<file path="src/lsu_pkg.sv">
// Shared definitions for the load side of the load/store unit
// Width types, I/O request state encoding, queue depth and request width

package lsu_pkg;

    // Bit 31 set selects I/O space
    typedef logic [31:0] addr_t;
    typedef logic [31:0] word_t;
    typedef logic [63:0] dword_t;

    // Only the low 5 bits are compared with the oldest tag
    typedef logic [5:0] rob_tag_t;
    typedef logic [4:0] oldest_tag_t;

    // Register 0 is never written
    typedef logic [5:0] phys_reg_t;

    // Bits 1:0 size (0 byte, 1 half, 2 word), bit 2 zero-extend
    typedef logic [2:0] load_op_t;

    // SRAM line index, address bits 11:3
    typedef logic [8:0] ram_index_t;

    typedef enum logic {
        IO_IDLE,
        IO_WAIT
    } io_state_t;

    localparam int IO_QUEUE_DEPTH = 4;

    // Packed request is {tag, op, address, destination}
    localparam int LOAD_REQ_WIDTH = 47;

    localparam int IO_SPACE_BIT = 31;

endpackage
</file>
<file path="src/load_queue.sv">
// Load queue
// Skid buffer on the request side, cached/I-O steering, in-order I/O queue,
// I/O request FSM, collision and flush handling, writeback stage

`timescale 1ns/1ps

module load_queue
    import lsu_pkg::*;
(
    input  logic        core_clock_i,
    input  logic        arst_n_i,
    input  logic        flush_i,
    input  logic        lsu_vld_i,
    input  rob_tag_t    lsu_rob_i,
    input  load_op_t    lsu_op_i,
    input  addr_t       lsu_addr_i,
    input  phys_reg_t   lsu_dest_i,
    output logic        lsu_busy_o,
    input  oldest_tag_t oldest_rob_i,
    input  logic        ram_collision_i,
    output logic        ram_rd_en_o,
    output ram_index_t  ram_rd_index_o,
    input  dword_t      ram_rd_data_i,
    output logic        io_req_o,
    output addr_t       io_addr_o,
    output load_op_t    io_op_o,
    input  logic        io_ack_i,
    input  word_t       io_rdata_i,
    output logic        wb_vld_o,
    output rob_tag_t    wb_rob_o,
    output phys_reg_t   wb_dest_o,
    output logic        wb_wr_en_o,
    output word_t       wb_data_o
);

    logic [LOAD_REQ_WIDTH-1:0] head_req;
    logic [LOAD_REQ_WIDTH-1:0] io_req_data;
    logic      head_vld;
    rob_tag_t  head_rob, io_rob;
    load_op_t  head_op, io_op;
    addr_t     head_addr, io_addr;
    phys_reg_t head_dest, io_dest;
    logic      head_is_io, stall;
    logic      cached_issue, io_push, io_pop, io_empty, io_full;
    logic      io_issue, io_done, wb_load_io, drop_pending;
    io_state_t io_state;

    logic       wb_vld, wb_from_io;
    load_op_t   wb_op;
    logic [2:0] wb_addr_low;
    word_t      wb_io_data;

    assign head_is_io = head_addr[IO_SPACE_BIT];
    // I/O loads wait on queue space, cached loads on the SRAM and writeback stage
    assign stall = head_vld && (head_is_io ? io_full : (ram_collision_i || io_ack_i));

    load_skid_buffer #(.WIDTH(LOAD_REQ_WIDTH)) u_skid (
        .core_clock_i (core_clock_i),
        .arst_n_i     (arst_n_i),
        .flush_i      (flush_i),
        .in_vld_i     (lsu_vld_i),
        .in_data_i    ({lsu_rob_i, lsu_op_i, lsu_addr_i, lsu_dest_i}),
        .stall_i      (stall),
        .busy_o       (lsu_busy_o),
        .out_vld_o    (head_vld),
        .out_data_o   (head_req)
    );
    assign {head_rob, head_op, head_addr, head_dest} = head_req;

    assign cached_issue   = head_vld && !head_is_io && !stall && !flush_i;
    assign io_push        = head_vld && head_is_io && !stall && !flush_i;
    assign ram_rd_en_o    = cached_issue;
    assign ram_rd_index_o = head_addr[11:3];

    load_fifo #(.DEPTH(IO_QUEUE_DEPTH), .WIDTH(LOAD_REQ_WIDTH)) u_io_fifo (
        .core_clock_i (core_clock_i),
        .arst_n_i     (arst_n_i),
        .flush_i      (flush_i),
        .push_i       (io_push),
        .push_data_i  (head_req),
        .pop_i        (io_pop),
        .head_data_o  (io_req_data),
        .empty_o      (io_empty),
        .full_o       (io_full)
    );
    assign {io_rob, io_op, io_addr, io_dest} = io_req_data;

    // Issue only the oldest instruction to the I/O port
    assign io_issue   = (io_state == IO_IDLE) && !io_empty && !flush_i &&
                        (io_rob[4:0] == oldest_rob_i);
    assign io_done    = (io_state == IO_WAIT) && io_ack_i;
    assign wb_load_io = io_done && !drop_pending && !flush_i;
    assign io_pop     = wb_load_io;
    assign io_req_o   = (io_state == IO_WAIT);

    always_ff @(posedge core_clock_i or negedge arst_n_i) begin
        if (!arst_n_i) begin
            io_state     <= IO_IDLE;
            drop_pending <= 1'b0;
        end else begin
            if (io_issue) begin
                io_state <= IO_WAIT;
            end else if (io_done) begin
                io_state <= IO_IDLE;
            end
            // A flushed request still completes on the port, its result is dropped
            if (io_done) begin
                drop_pending <= 1'b0;
            end else if (flush_i && io_state == IO_WAIT) begin
                drop_pending <= 1'b1;
            end
        end
    end

    always_ff @(posedge core_clock_i) begin
        if (io_issue) begin
            io_addr_o <= io_addr;
            io_op_o   <= io_op;
        end
    end

    // Writeback stage
    always_ff @(posedge core_clock_i or negedge arst_n_i) begin
        if (!arst_n_i) begin
            wb_vld <= 1'b0;
        end else begin
            wb_vld <= cached_issue || wb_load_io;
        end
    end

    always_ff @(posedge core_clock_i) begin
        wb_from_io <= wb_load_io;
        wb_io_data <= io_rdata_i;
        if (wb_load_io) begin
            wb_rob_o    <= io_rob;
            wb_dest_o   <= io_dest;
            wb_op       <= io_op;
            wb_addr_low <= io_addr[2:0];
        end else begin
            wb_rob_o    <= head_rob;
            wb_dest_o   <= head_dest;
            wb_op       <= head_op;
            wb_addr_low <= head_addr[2:0];
        end
    end

    load_align u_align (
        .from_io_i  (wb_from_io),
        .io_data_i  (wb_io_data),
        .ram_data_i (ram_rd_data_i),
        .addr_low_i (wb_addr_low),
        .op_i       (wb_op),
        .result_o   (wb_data_o)
    );

    assign wb_vld_o   = wb_vld;
    assign wb_wr_en_o = wb_vld && (wb_dest_o != '0);

    a_io_addr_held: assert property (@(posedge core_clock_i) disable iff (!arst_n_i)
        io_req_o && !io_ack_i |=> io_req_o && $stable(io_addr_o));
    a_no_wb_after_flush: assert property (@(posedge core_clock_i) disable iff (!arst_n_i)
        flush_i |=> !wb_vld_o);

endmodule

</file>
<file path="src/load_align.sv">
// Load result alignment
// Word select, byte or half extraction, sign or zero extension

`timescale 1ns/1ps

module load_align
    import lsu_pkg::*;
(
    input  logic       from_io_i,
    input  word_t      io_data_i,
    input  dword_t     ram_data_i,
    input  logic [2:0] addr_low_i,
    input  load_op_t   op_i,
    output word_t      result_o
);

    word_t       sel_word;
    word_t       shifted;
    logic [15:0] half_data;

    // Address bit 2 picks the upper half of the SRAM line
    assign sel_word  = from_io_i ? io_data_i :
                       (addr_low_i[2] ? ram_data_i[63:32] : ram_data_i[31:0]);
    assign shifted   = sel_word >> {addr_low_i[1:0], 3'b000};
    assign half_data = addr_low_i[1] ? sel_word[31:16] : sel_word[15:0];

    always_comb begin
        case (op_i[1:0])
            2'd0: begin
                if (op_i[2]) begin
                    result_o = {24'h000000, shifted[7:0]};
                end else begin
                    result_o = {{24{shifted[7]}}, shifted[7:0]};
                end
            end
            2'd1: begin
                if (op_i[2]) begin
                    result_o = {16'h0000, half_data};
                end else begin
                    result_o = {{16{half_data[15]}}, half_data};
                end
            end
            // Full word, size 3 treated the same
            default: result_o = sel_word;
        endcase
    end

endmodule

</file>
<file path="src/load_fifo.sv">
// Synchronous FIFO with flush
// Circular buffer, pointers carry an extra wrap bit to tell full from empty

`timescale 1ns/1ps

module load_fifo #(
    parameter int DEPTH = 4,
    parameter int WIDTH = 8
) (
    input  logic             core_clock_i,
    input  logic             arst_n_i,
    input  logic             flush_i,
    input  logic             push_i,
    input  logic [WIDTH-1:0] push_data_i,
    input  logic             pop_i,
    output logic [WIDTH-1:0] head_data_o,
    output logic             empty_o,
    output logic             full_o
);

    localparam int PTR_W = $clog2(DEPTH);

    logic [WIDTH-1:0] mem [DEPTH];
    logic [PTR_W:0]   wr_ptr;
    logic [PTR_W:0]   rd_ptr;

    assign head_data_o = mem[rd_ptr[PTR_W-1:0]];
    assign empty_o     = (wr_ptr == rd_ptr);
    // Same slot, opposite lap
    assign full_o      = (wr_ptr[PTR_W] != rd_ptr[PTR_W]) &&
                         (wr_ptr[PTR_W-1:0] == rd_ptr[PTR_W-1:0]);

    always_ff @(posedge core_clock_i or negedge arst_n_i) begin
        if (!arst_n_i) begin
            wr_ptr <= '0;
            rd_ptr <= '0;
        end else if (flush_i) begin
            wr_ptr <= '0;
            rd_ptr <= '0;
        end else begin
            if (push_i) begin
                wr_ptr <= wr_ptr + 1'b1;
            end
            if (pop_i) begin
                rd_ptr <= rd_ptr + 1'b1;
            end
        end
    end

    always_ff @(posedge core_clock_i) begin
        if (push_i && !flush_i) begin
            mem[wr_ptr[PTR_W-1:0]] <= push_data_i;
        end
    end

    a_no_overflow: assert property (@(posedge core_clock_i) disable iff (!arst_n_i)
        push_i && !flush_i |-> !full_o);
    a_no_underflow: assert property (@(posedge core_clock_i) disable iff (!arst_n_i)
        pop_i && !flush_i |-> !empty_o);

endmodule

</file>
<file path="src/load_skid_buffer.sv">
// One-entry skid buffer for the load request path
// Passes requests through when empty, holds one when the consumer stalls

`timescale 1ns/1ps

module load_skid_buffer #(
    parameter int WIDTH = 8
) (
    input  logic             core_clock_i,
    input  logic             arst_n_i,
    input  logic             flush_i,
    input  logic             in_vld_i,
    input  logic [WIDTH-1:0] in_data_i,
    input  logic             stall_i,
    output logic             busy_o,
    output logic             out_vld_o,
    output logic [WIDTH-1:0] out_data_o
);

    logic             full;
    logic [WIDTH-1:0] held_data;

    // Held entry has priority over the live input
    assign out_vld_o  = full | in_vld_i;
    assign out_data_o = full ? held_data : in_data_i;
    assign busy_o     = full;

    always_ff @(posedge core_clock_i or negedge arst_n_i) begin
        if (!arst_n_i) begin
            full <= 1'b0;
        end else if (flush_i) begin
            full <= 1'b0;
        end else if (!full && in_vld_i && stall_i) begin
            full <= 1'b1;
        end else if (full && !stall_i) begin
            full <= 1'b0;
        end
    end

    always_ff @(posedge core_clock_i) begin
        if (!full && in_vld_i && stall_i) begin
            held_data <= in_data_i;
        end
    end

endmodule

</file>
<file path="config.mk">
export PLATFORM = sky130hd
export DESIGN_NAME = load_queue
export DESIGN_NICKNAME = d
export VERILOG_FILES = /design/src/lsu_pkg.sv /design/src/load_queue.sv /design/src/load_align.sv /design/src/load_fifo.sv /design/src/load_skid_buffer.sv
export SDC_FILE = /design/constraint.sdc
export NUM_CORES = 1
export LEC_CHECK = 0
export BUFFER_PORTS_ARGS = -buffer_cell sky130_fd_sc_hd__buf_2
export CORE_ASPECT_RATIO = 1.1
export CORE_MARGIN = 2
export CORE_UTILIZATION = 40
export DETAILED_ROUTE_END_ITERATION = 10
export PLACE_DENSITY_LB_ADDON = 0.1
export SYNTH_ARGS = -nofsm -noshare
export SYNTH_HDL_FRONTEND = slang
export SYNTH_SLANG_ARGS = --single-unit
</file>
<file path="constraint.sdc">
create_clock -name core_clock_i -period 15.8 [get_ports core_clock_i]
set_input_delay 2.37 -clock core_clock_i [delete_from_list [all_inputs] [get_ports core_clock_i]]
set_output_delay 2.37 -clock core_clock_i [all_outputs]
set_load 0.02 [all_outputs]
</file>
# Yosys cells after proc, flatten, opt, wreduce, memory -nomap -nowiden
# Memory sizes are Yosys's and may differ from the RTL's.
# Cells that the tools add are included.
word_totals:
  reg_bits: 143
  mem_bits_rw: 188
  output_inout_bits: 93
  mem_count: 1
op_classes:
  add_sub_neg: 2
  eq_ne: 5
  shifts: 1
  mux: 25
  bitwise_logic: 2
  reduce_logical: 35
mem_list:
  columns: ["name", "depth", "width", "read_ports", "rd_clocked_by_memory_dff", "write_ports", "line", "rtl"]
  rows:
  - ["u_io_fifo.mem", 4, 47, 1, 0, 1, "load_fifo.sv:23", "logic [WIDTH-1:0] mem [DEPTH];"]
op_table:
  columns: ["operator", "n"]
  rows:
  - ["32-bit two-way mux", 4]
  - ["32-bit case mux with 2 select lines", 1]
  - ["47-bit two-way mux", 1]
  - ["32-bit by 5-bit >> shifter with 8-bit output", 1]
  - ["1-bit logical AND", 20]
  - ["3-bit two-way mux", 6]
  - ["16-bit two-way mux", 1]
  - ["6-bit two-way mux", 2]
  - ["1-bit two-way mux", 10]
  - ["2-bit nonzero test", 4]
  - ["3-bit by 1-bit adder with 3-bit output (second input constant)", 2]
  - ["1-bit zero test", 6]
  - ["6-bit nonzero test", 1]
  - ["5-bit equality test", 1]
  - ["3-bit equality test", 1]
  - ["3-bit nonzero test", 1]
  - ["2-bit by 1-bit equality test with 1-bit output (second input constant)", 1]
  - ["2-bit equality test", 1]
  - ["2-bit zero test", 1]
  - ["1-bit logical OR", 2]
  - ["1-bit != test", 1]
  - ["1-bit inverter", 1]
  - ["1-bit OR", 1]

# Logic depth before layout (Yosys ltp)
# Gate-level depths: netlist of run 1.
logic_depth:
  depth_word: 10
  ltp_mapped: 7

# Modules after synthesis
# Synthesis of run 1 repeated with hierarchy kept, for this count alone.
hier_totals:
  hier_cells: 723
  area_unflattened_um2: 13329.0
modules_own_cells:
  columns: ["module", "instances", "cells_per_inst", "area_each_um2"]
  rows:
  - ["load_fifo", 1, 283, 7191.9]
  - ["load_queue", 1, 131, 2600.0]
  - ["load_skid_buffer", 1, 104, 2067.0]
  - ["load_align", 1, 205, 1470.2]

# Worst setup path before layout of run 1
# OpenSTA, ideal clock, no wires.
synth_timing:
  kind: "input -> register"
  start: "input lsu_addr_i[31]"
  end: "register u_skid.held_data[0], enable pin"
  arrival_time_ns: 6.351
  slack_ns: 8.930
  cell_stages: 4
  cell_sequence: "mux2_2 > o31ai_1 > nand2_1 > nor3b_1"
synth_between:
  elab_chain_len: 4
synth_lines:
  columns: ["element", "line", "rtl"]
  rows:
  - ["start, declared", "load_queue.sv:16", "input addr_t lsu_addr_i,"]
  - ["47-bit two-way mux", "load_skid_buffer.sv:25", "assign out_data_o = full ? held_data : in_data_i;"]
  - ["1-bit two-way mux", "load_queue.sv:55", "assign stall = head_vld && (head_is_io ? io_full : (ram_collision_i || io_ack_i));"]
  - ["1-bit logical AND", "load_queue.sv:55", null]
  - ["1-bit logical AND", "load_skid_buffer.sv:41", "if (!full && in_vld_i && stall_i) begin"]
  - ["end signal, assigned", "load_skid_buffer.sv:42", "held_data <= in_data_i;"]
  - ["end, declared", "load_skid_buffer.sv:21", "logic [WIDTH-1:0] held_data;"]
# No other way between the ends.
# A chain may end at the register's enable or synchronous reset.

# Worst setup path in the final report of run 1
layout_timing:
  start: "input ram_rd_data_i[7]"
  end: "output wb_data_o[29]"
layout_between:
  elab_chain_len: 5
layout_lines:
  columns: ["element", "line", "rtl"]
  rows:
  - ["start, declared", "load_queue.sv:23", "input dword_t ram_rd_data_i,"]
  - ["32-bit two-way mux", "load_align.sv:23", "(addr_low_i[2] ? ram_data_i[63:32] : ram_data_i[31:0]);"]
  - ["32-bit two-way mux", "load_align.sv:22", "assign sel_word = from_io_i ? io_data_i :"]
  - ["32-bit by 5-bit >> shifter with 8-bit output", "load_align.sv:24", "assign shifted = sel_word >> {addr_low_i[1:0], 3'b000};"]
  - ["32-bit two-way mux", "load_align.sv:30", "if (op_i[2]) begin"]
  - ["32-bit case mux with 2 select lines", "load_align.sv:28", "case (op_i[1:0])"]
  - ["end, declared", "load_queue.sv:33", "output word_t wb_data_o"]
# No other way between the ends.

==> results.cfg, run 1 <==
[critical_path]
cp_data_required_time_ns = 13.43
crit_family = compound AO/OA/AOI/OAI gates
cp.arrival_ns = 4.27
max_stage_delay_ns = 0.66
startpoint_type = input port
path_buf_inv = 2
r2r_start = u_io_fifo.rd_ptr[0]
cp_max_fo = 16
slowest_stage = a32oi_4
rr_endpoint = u_io_fifo.mem[2][28]
path_cells = buf_2 > mux2_4 > mux4_2 > a32oi_4 > o21ai_1 > buf_2
rrSetupSlack_ns = 12.60
reg2reg_depth = 6
timing.critical_path.mode_cell = buf_2
end_kind = output pin
worstSetupPathType = input port to output pin

[die]
dieArea_um2 = 34700
die_width_um = 178
rows = 69
start_util = 0.409
pin_count = 247
core-area_um2 = 32500
die_h_um = 195

[timing]
rsz0062_at_grt = no
setup-tns-final_ns = 0
fin_worst_skew_ns = 0.0140
slew_viol_final = 0
period_share = 0.420
relSlewSlack = 0.203
period_needed_ns = 6.64
fmax_mhz = 151
tightest_slew_ns = 1.19
whs_ns = 0.523
hold_viol_final = 0
setup_ws_ns = 9.16
finalSetupViolCount = 0

[synth]
yosys.area.top_type = edfxtp_1
synth_area_um2 = 13300
postSynthNetCount = 881
ys_seq_elements = 331
yosys_most_used_dff = edfxtp_1
synth_most_common_cell = edfxtp_1
yosysWarnings = 0
yosysUniqueCellTypes = 51
synth_common_cells = edfxtp_1, mux2_2, dfxtp_1, mux4_2, mux2i_1
syn_avg_cell_area_um2 = 18.4
netlist_instances = 722
yosysSeqAreaShare = 0.707
synth_top_area_frac = 0.611
ys_top_cells_by_area = edfxtp_1, mux4_2, dfxtp_1, mux2_2, mux2i_1
synth_edf_count = 270
ys_async_sr_fraction = 0.0302

[power]
leakagePower_nw = 5.88
finalPower_mw = 2.01
p_per_area_nw_per_um2 = 124
peakVddDrop_mv = 0.0947

[placement]
place.gp.congestion = 0.787
dp_slack_ns = 9.18
place.detailed.hpwl_um = 17900
detailed_place.area_um2 = 14900
port_buffers = 246

[cts]
cts.clk_slew.worst_paths_ns = 0.05
cts_buffers = 37
clkSinkCount = 331
cts-resized-gates = 0
clockBufferDepth = 3
cts_hold_buf = 0
cts_root_buf = clkbuf_16
clk-insertion-delay-late_ns = 0.52
cts_tree = done
htreeDepth = 2
post_cts_buffers = 0

[detailed_routing]
vias_per_cell = 5.14
wl_um = 29300
dr.pass1.iters = 4
final_antenna_net_count = 0
wl_per_cell_um = 20.5
drt_iter0_markers = 355
via_count = 7336
drc = 0

[final_layout]
layout-drive-gt1-share = 0.473
fillers = 2878
fin_nets = 1132
fin_area_um2 = 16100
multiInputGateArea_um2 = 3640
syn2layout_area_growth_pct = 21.5
regArea_um2 = 9390

[global_routing]
grt_max_degree = 53
grt_usage = 0.166
grt_pass1_wl_um = 43700
globalRouteOverflowTotal = 0
antenna_found_initial = 3
grt_pass1_vias = 7472

[job]
drv_cap = 0

[status]
status = finished clean

[min_path]
hold_path_end = drop_pending
hp-class = register to register
hold_depth = 2
hold_start = drop_pending
## layout make-up
type,count,share of cell area
inverters,8,0.00186
diodes,1,0.000155
flip-flops and latches,331,0.582
clock inverters,15,0.0111
repair buffers,259,0.0824
well taps,426,0.0330
multi-input cells,336,0.226
clock buffers,52,0.0641
## through the flow
stage           util  cells
4_1_cts        0.497   1427
5_1_grt        0.497   1428
3_5_place_dp   0.460   1360
2_1_floorplan      -    722
3_3_place_gp   0.460   1360
6_report       0.497   1428
## kinds of logic after synthesis
logic type / synth area share
and+or+nand+nor: 0.0225
xor gates and xnor gates: 0.00792
DFF: 0.707
adders and majority gates: 0.00471
buffers and inverters: 0.0207
muxes: 0.185
AOI/OAI and AO/OA: 0.0528
## layout by cell type, fill, tap and decap left out, drive strengths merged, types with 11 or more instances in the layout
| master | synthesis | routed |
|---|---|---|
| clkbuf | 17 | 52 |
| edfxtp | 270 | 270 |
| o21ai | 14 | 14 |
| o211ai | 26 | 26 |
| dfxtp | 51 | 51 |
| nand2 | 19 | 19 |
| nor2 | 17 | 17 |
| buf | 30 | 259 |
| mux4 | 51 | 51 |
| mux2 | 87 | 87 |
| clkinv | 0 | 11 |
| mux2i | 32 | 32 |
## worst max-delay path by stage
| stage | from | to | cells after the start |
|---|---|---|---|
| floorplan | lsu_addr_i[31] | u_skid.held_data[0] | 4 |
| global placement | ram_rd_data_i[7] | wb_data_o[23] | 6 |
| detailed placement | ram_rd_data_i[7] | wb_data_o[29] | 6 |
| CTS | ram_rd_data_i[7] | wb_data_o[29] | 6 |
| global route | ram_rd_data_i[7] | wb_data_o[29] | 6 |
| finish | ram_rd_data_i[7] | wb_data_o[29] | 6 |
## state kept, by name, indices dropped and copies added, names as in the netlist, 3 cells and up
signal,count
u_io_fifo.mem,188
u_skid.held_data,47
io_addr_o,32
wb_io_data,32
wb_dest_o,6
wb_rob_o,6
io_op_o,3
u_io_fifo.rd_ptr,3
u_io_fifo.wr_ptr,3
wb_addr_low,3
wb_op,3
## per-layer routing
metal	up-vias	share of wire	GRT usage
li1	3391	-	-
met1	3684	0.41	0.210
met2	224	0.50	0.288
met3	33	0.066	0.0405
met4	4	0.015	0.0419
met5	-	0.00078	0
## power by group
part | internal [mW] | switching [mW] | total, mW
sequential | 0.975 | 0.0102 | 0.986
combinational | 0.0727 | 0.0985 | 0.171
clock | 0.522 | 0.328 | 0.849
## worst reg2reg max path, delay by kind of cell (launching register included)
kind	cells	cell delay, ns
xor gates and xnor gates	1	0.32
AOI/OAI and AO/OA	1	0.12
DFF	1	0.49
buffers and inverters	2	1.38
and+or+nand+nor	2	0.49
(Power assumes the default switching activity.)
==> run 2, diff against run 1 <==
Settings changed: ABC_AREA set to 1.
Clock period 15.8 ns to 6.56 ns, I/O delays scaled along.
==> run 2 against run 1 <==
Effect of this change:
- clock power grew 120%
- critical path depth grew 3
- design area down 0.13%
- first-iteration DRC count increased by 50%
- die area increased by 1.6%
- sequential share of layout area is 0.069 points higher
- register-to-register slack worse by 9.7 ns
- hold slack worse by 0.19 ns
- wire length rose by 16%
- clock skew increased by 0.0044 ns
- largest power group unchanged
- highest routed layer is now met4
- sequential power up 140%
- non-clock buffer count unchanged
==> results.cfg, run 2 <==
[synth]
yosys_most_used_dff = edfxtp_1
syn_avg_cell_area_um2 = 11.2
yosysWarnings = 0
yosysSeqAreaShare = 0.695
ys_async_sr_fraction = 0.0302
synth_common_cells = nand2_1, edfxtp_1, nor2_1
synth_area_um2 = 13500
postSynthNetCount = 1366
synth_top_area_frac = 0.601
netlist_instances = 1207
synth_edf_count = 270
yosysUniqueCellTypes = 36
ys_seq_elements = 331
yosys.area.top_type = edfxtp_1
ys_top_cells_by_area = edfxtp_1, nand2_1, dfxtp_1, o21ai_0, nor2_1
synth_most_common_cell = nand2_1

[cts]
cts_tree = done
cts.clk_slew.worst_paths_ns = 0.06
cts_hold_buf = 0
cts_root_buf = clkbuf_16
cts-resized-gates = 0
htreeDepth = 2
clockBufferDepth = 3
clk-insertion-delay-late_ns = 0.52
clkSinkCount = 331
cts_buffers = 37
post_cts_buffers = 0

[power]
p_per_area_nw_per_um2 = 301
finalPower_mw = 4.85
p_comb_frac = 0.125
p_clk_frac = 0.382
internal-power_mw = 3.60
leakagePower_nw = 6.70
peakVddDrop_mv = 0.165
switching_share = 0.257
seq_power_share = 0.493
switchingPower_mw = 1.25

[timing]
setup_ws_ns = 2.49
fmax_mhz = 246
rsz0062_at_grt = no
whs_ns = 0.329
slew_viol_final = 0
period_share = 0.620
period_needed_ns = 4.07
relSlewSlack = 0.265
finalSetupViolCount = 0
fin_worst_skew_ns = 0.0184
setup-tns-final_ns = 0
hold_viol_final = 0
tightest_slew_ns = 1.10

[final_layout]
layout_common_cells = nand2_1, edfxtp_1, buf_2
fin_nets = 1593
layout-drive-gt1-share = 0.248
final_core_util = 0.485
syn2layout_area_growth_pct = 19.5
fin_area_um2 = 16100
largest_register_ff_count = 188
layout_commonest_cell = nand2_1
stdcell_count = 1894

[placement]
port_buffers = 246
place.gp.congestion = 0.873
place.detailed.hpwl_um = 21800
detailed_place.area_um2 = 15000
dp_slack_ns = 2.83
dp.cells = 1827

[critical_path]
cp_max_fo = 33
worstSetupPathType = register to output pin
cp_data_required_time_ns = 5.58
startpoint_type = register
cp.arrival_ns = 3.08
end_kind = output pin

[die]
start_util = 0.406
die_width_um = 179
rows = 70
pin_count = 247
die_h_um = 197
core-area_um2 = 33200
dieArea_um2 = 35200

[global_routing]
grt_pass1_wl_um = 50600
grt_max_degree = 70
grt_usage = 0.189
grt_pass1_vias = 9124
antenna_found_initial = 1
globalRouteOverflowTotal = 0

[min_path]
hp-class = input port to asynchronous set/reset pin

[status]
status = finished clean

[job]
drv_cap = 0

[detailed_routing]
dr.pass1.iters = 5
drc = 0
drt_iter0_markers = 532
wl_um = 34100
via_count = 9277
wl_per_cell_um = 18.0
final_antenna_net_count = 0
vias_per_cell = 4.90
## run 2: changes by cell type in the layout (fill, tap and decap cells not counted), sizes merged, moves of 38 or more
cell / change
mux4: -51
o21ai: +103
nor2: +104
inv: +38
mux2: -87
nand2: +309
nand3: +92
## run 2: area by class of cell
type / instances / area, um2
Fill cell: 3119 / 17100
Sequential cell: 331 / 9390
Multi-Input combinational cell: 759 / 3590
Timing Repair Buffer: 259 / 1330
Clock buffer: 49 / 971
Tap cell: 432 / 541
Inverter: 46 / 173
Clock inverter: 17 / 118
Antenna cell: 1 / 2.50
## run 2: routing by layer
metal / up-vias / track usage / wire [um]
li1: 4618 / - / -
met1: 4323 / 0.226 / 13900
met2: 287 / 0.346 / 17300
met3: 49 / 0.0297 / 2110
met4: 0 / 0.0573 / 811
met5: - / 0 / 0
## run 2: power groups by stage
stage | Sequential [mW] | Clock [mW] | Combinational (mW)
2_1_floorplan | 2.44 | 0 | 0.390
3_3_place_gp | 2.43 | 0 | 0.609
3_5_place_dp | 2.43 | 0 | 0.614
4_1_cts | 2.39 | 1.91 | 0.617
5_1_grt | 2.40 | 2.00 | 0.672
6_report | 2.39 | 1.86 | 0.606
## run 2: logic make-up after synthesis
family	count (synthesis)	share of synthesized area
buffers and inverters	117	0.0410
AND/OR/NAND/NOR	566	0.181
AO/OA/AOI/OAI	179	0.0717
XOR/XNOR	2	0.00130
flip-flops	331	0.695
multiplexers	7	0.00519
adder cells (fa/ha/maj)	5	0.00464
## run 2: final timing paths
path | from | to | slack [ns] | cells after the start
min in group core_clock_i | drop_pending | drop_pending | 0.51 | 2
min | arst_n_i | u_io_fifo.rd_ptr[2] | 0.33 | 1
max reg2reg | u_io_fifo.rd_ptr[1] | u_io_fifo.mem[3][10] | 2.93 | 10
max | wb_addr_low[2] | wb_data_o[19] | 2.49 | 9
max in group asynchronous | arst_n_i | u_io_fifo.rd_ptr[0] | 5.99 | 1
min reg2reg | drop_pending | drop_pending | 0.51 | 2
## run 2: critical path, cell delays in order (launching register included)
cell and delay, ns:
dfxtp_1 0.29, buf_4 0.22, inv_1 0.68, nand2_1 0.11, nand3_1 0.13, nand3_1 0.09
nand2_1 0.13, nand3_2 0.39, nand3_1 0.32, buf_2 0.21
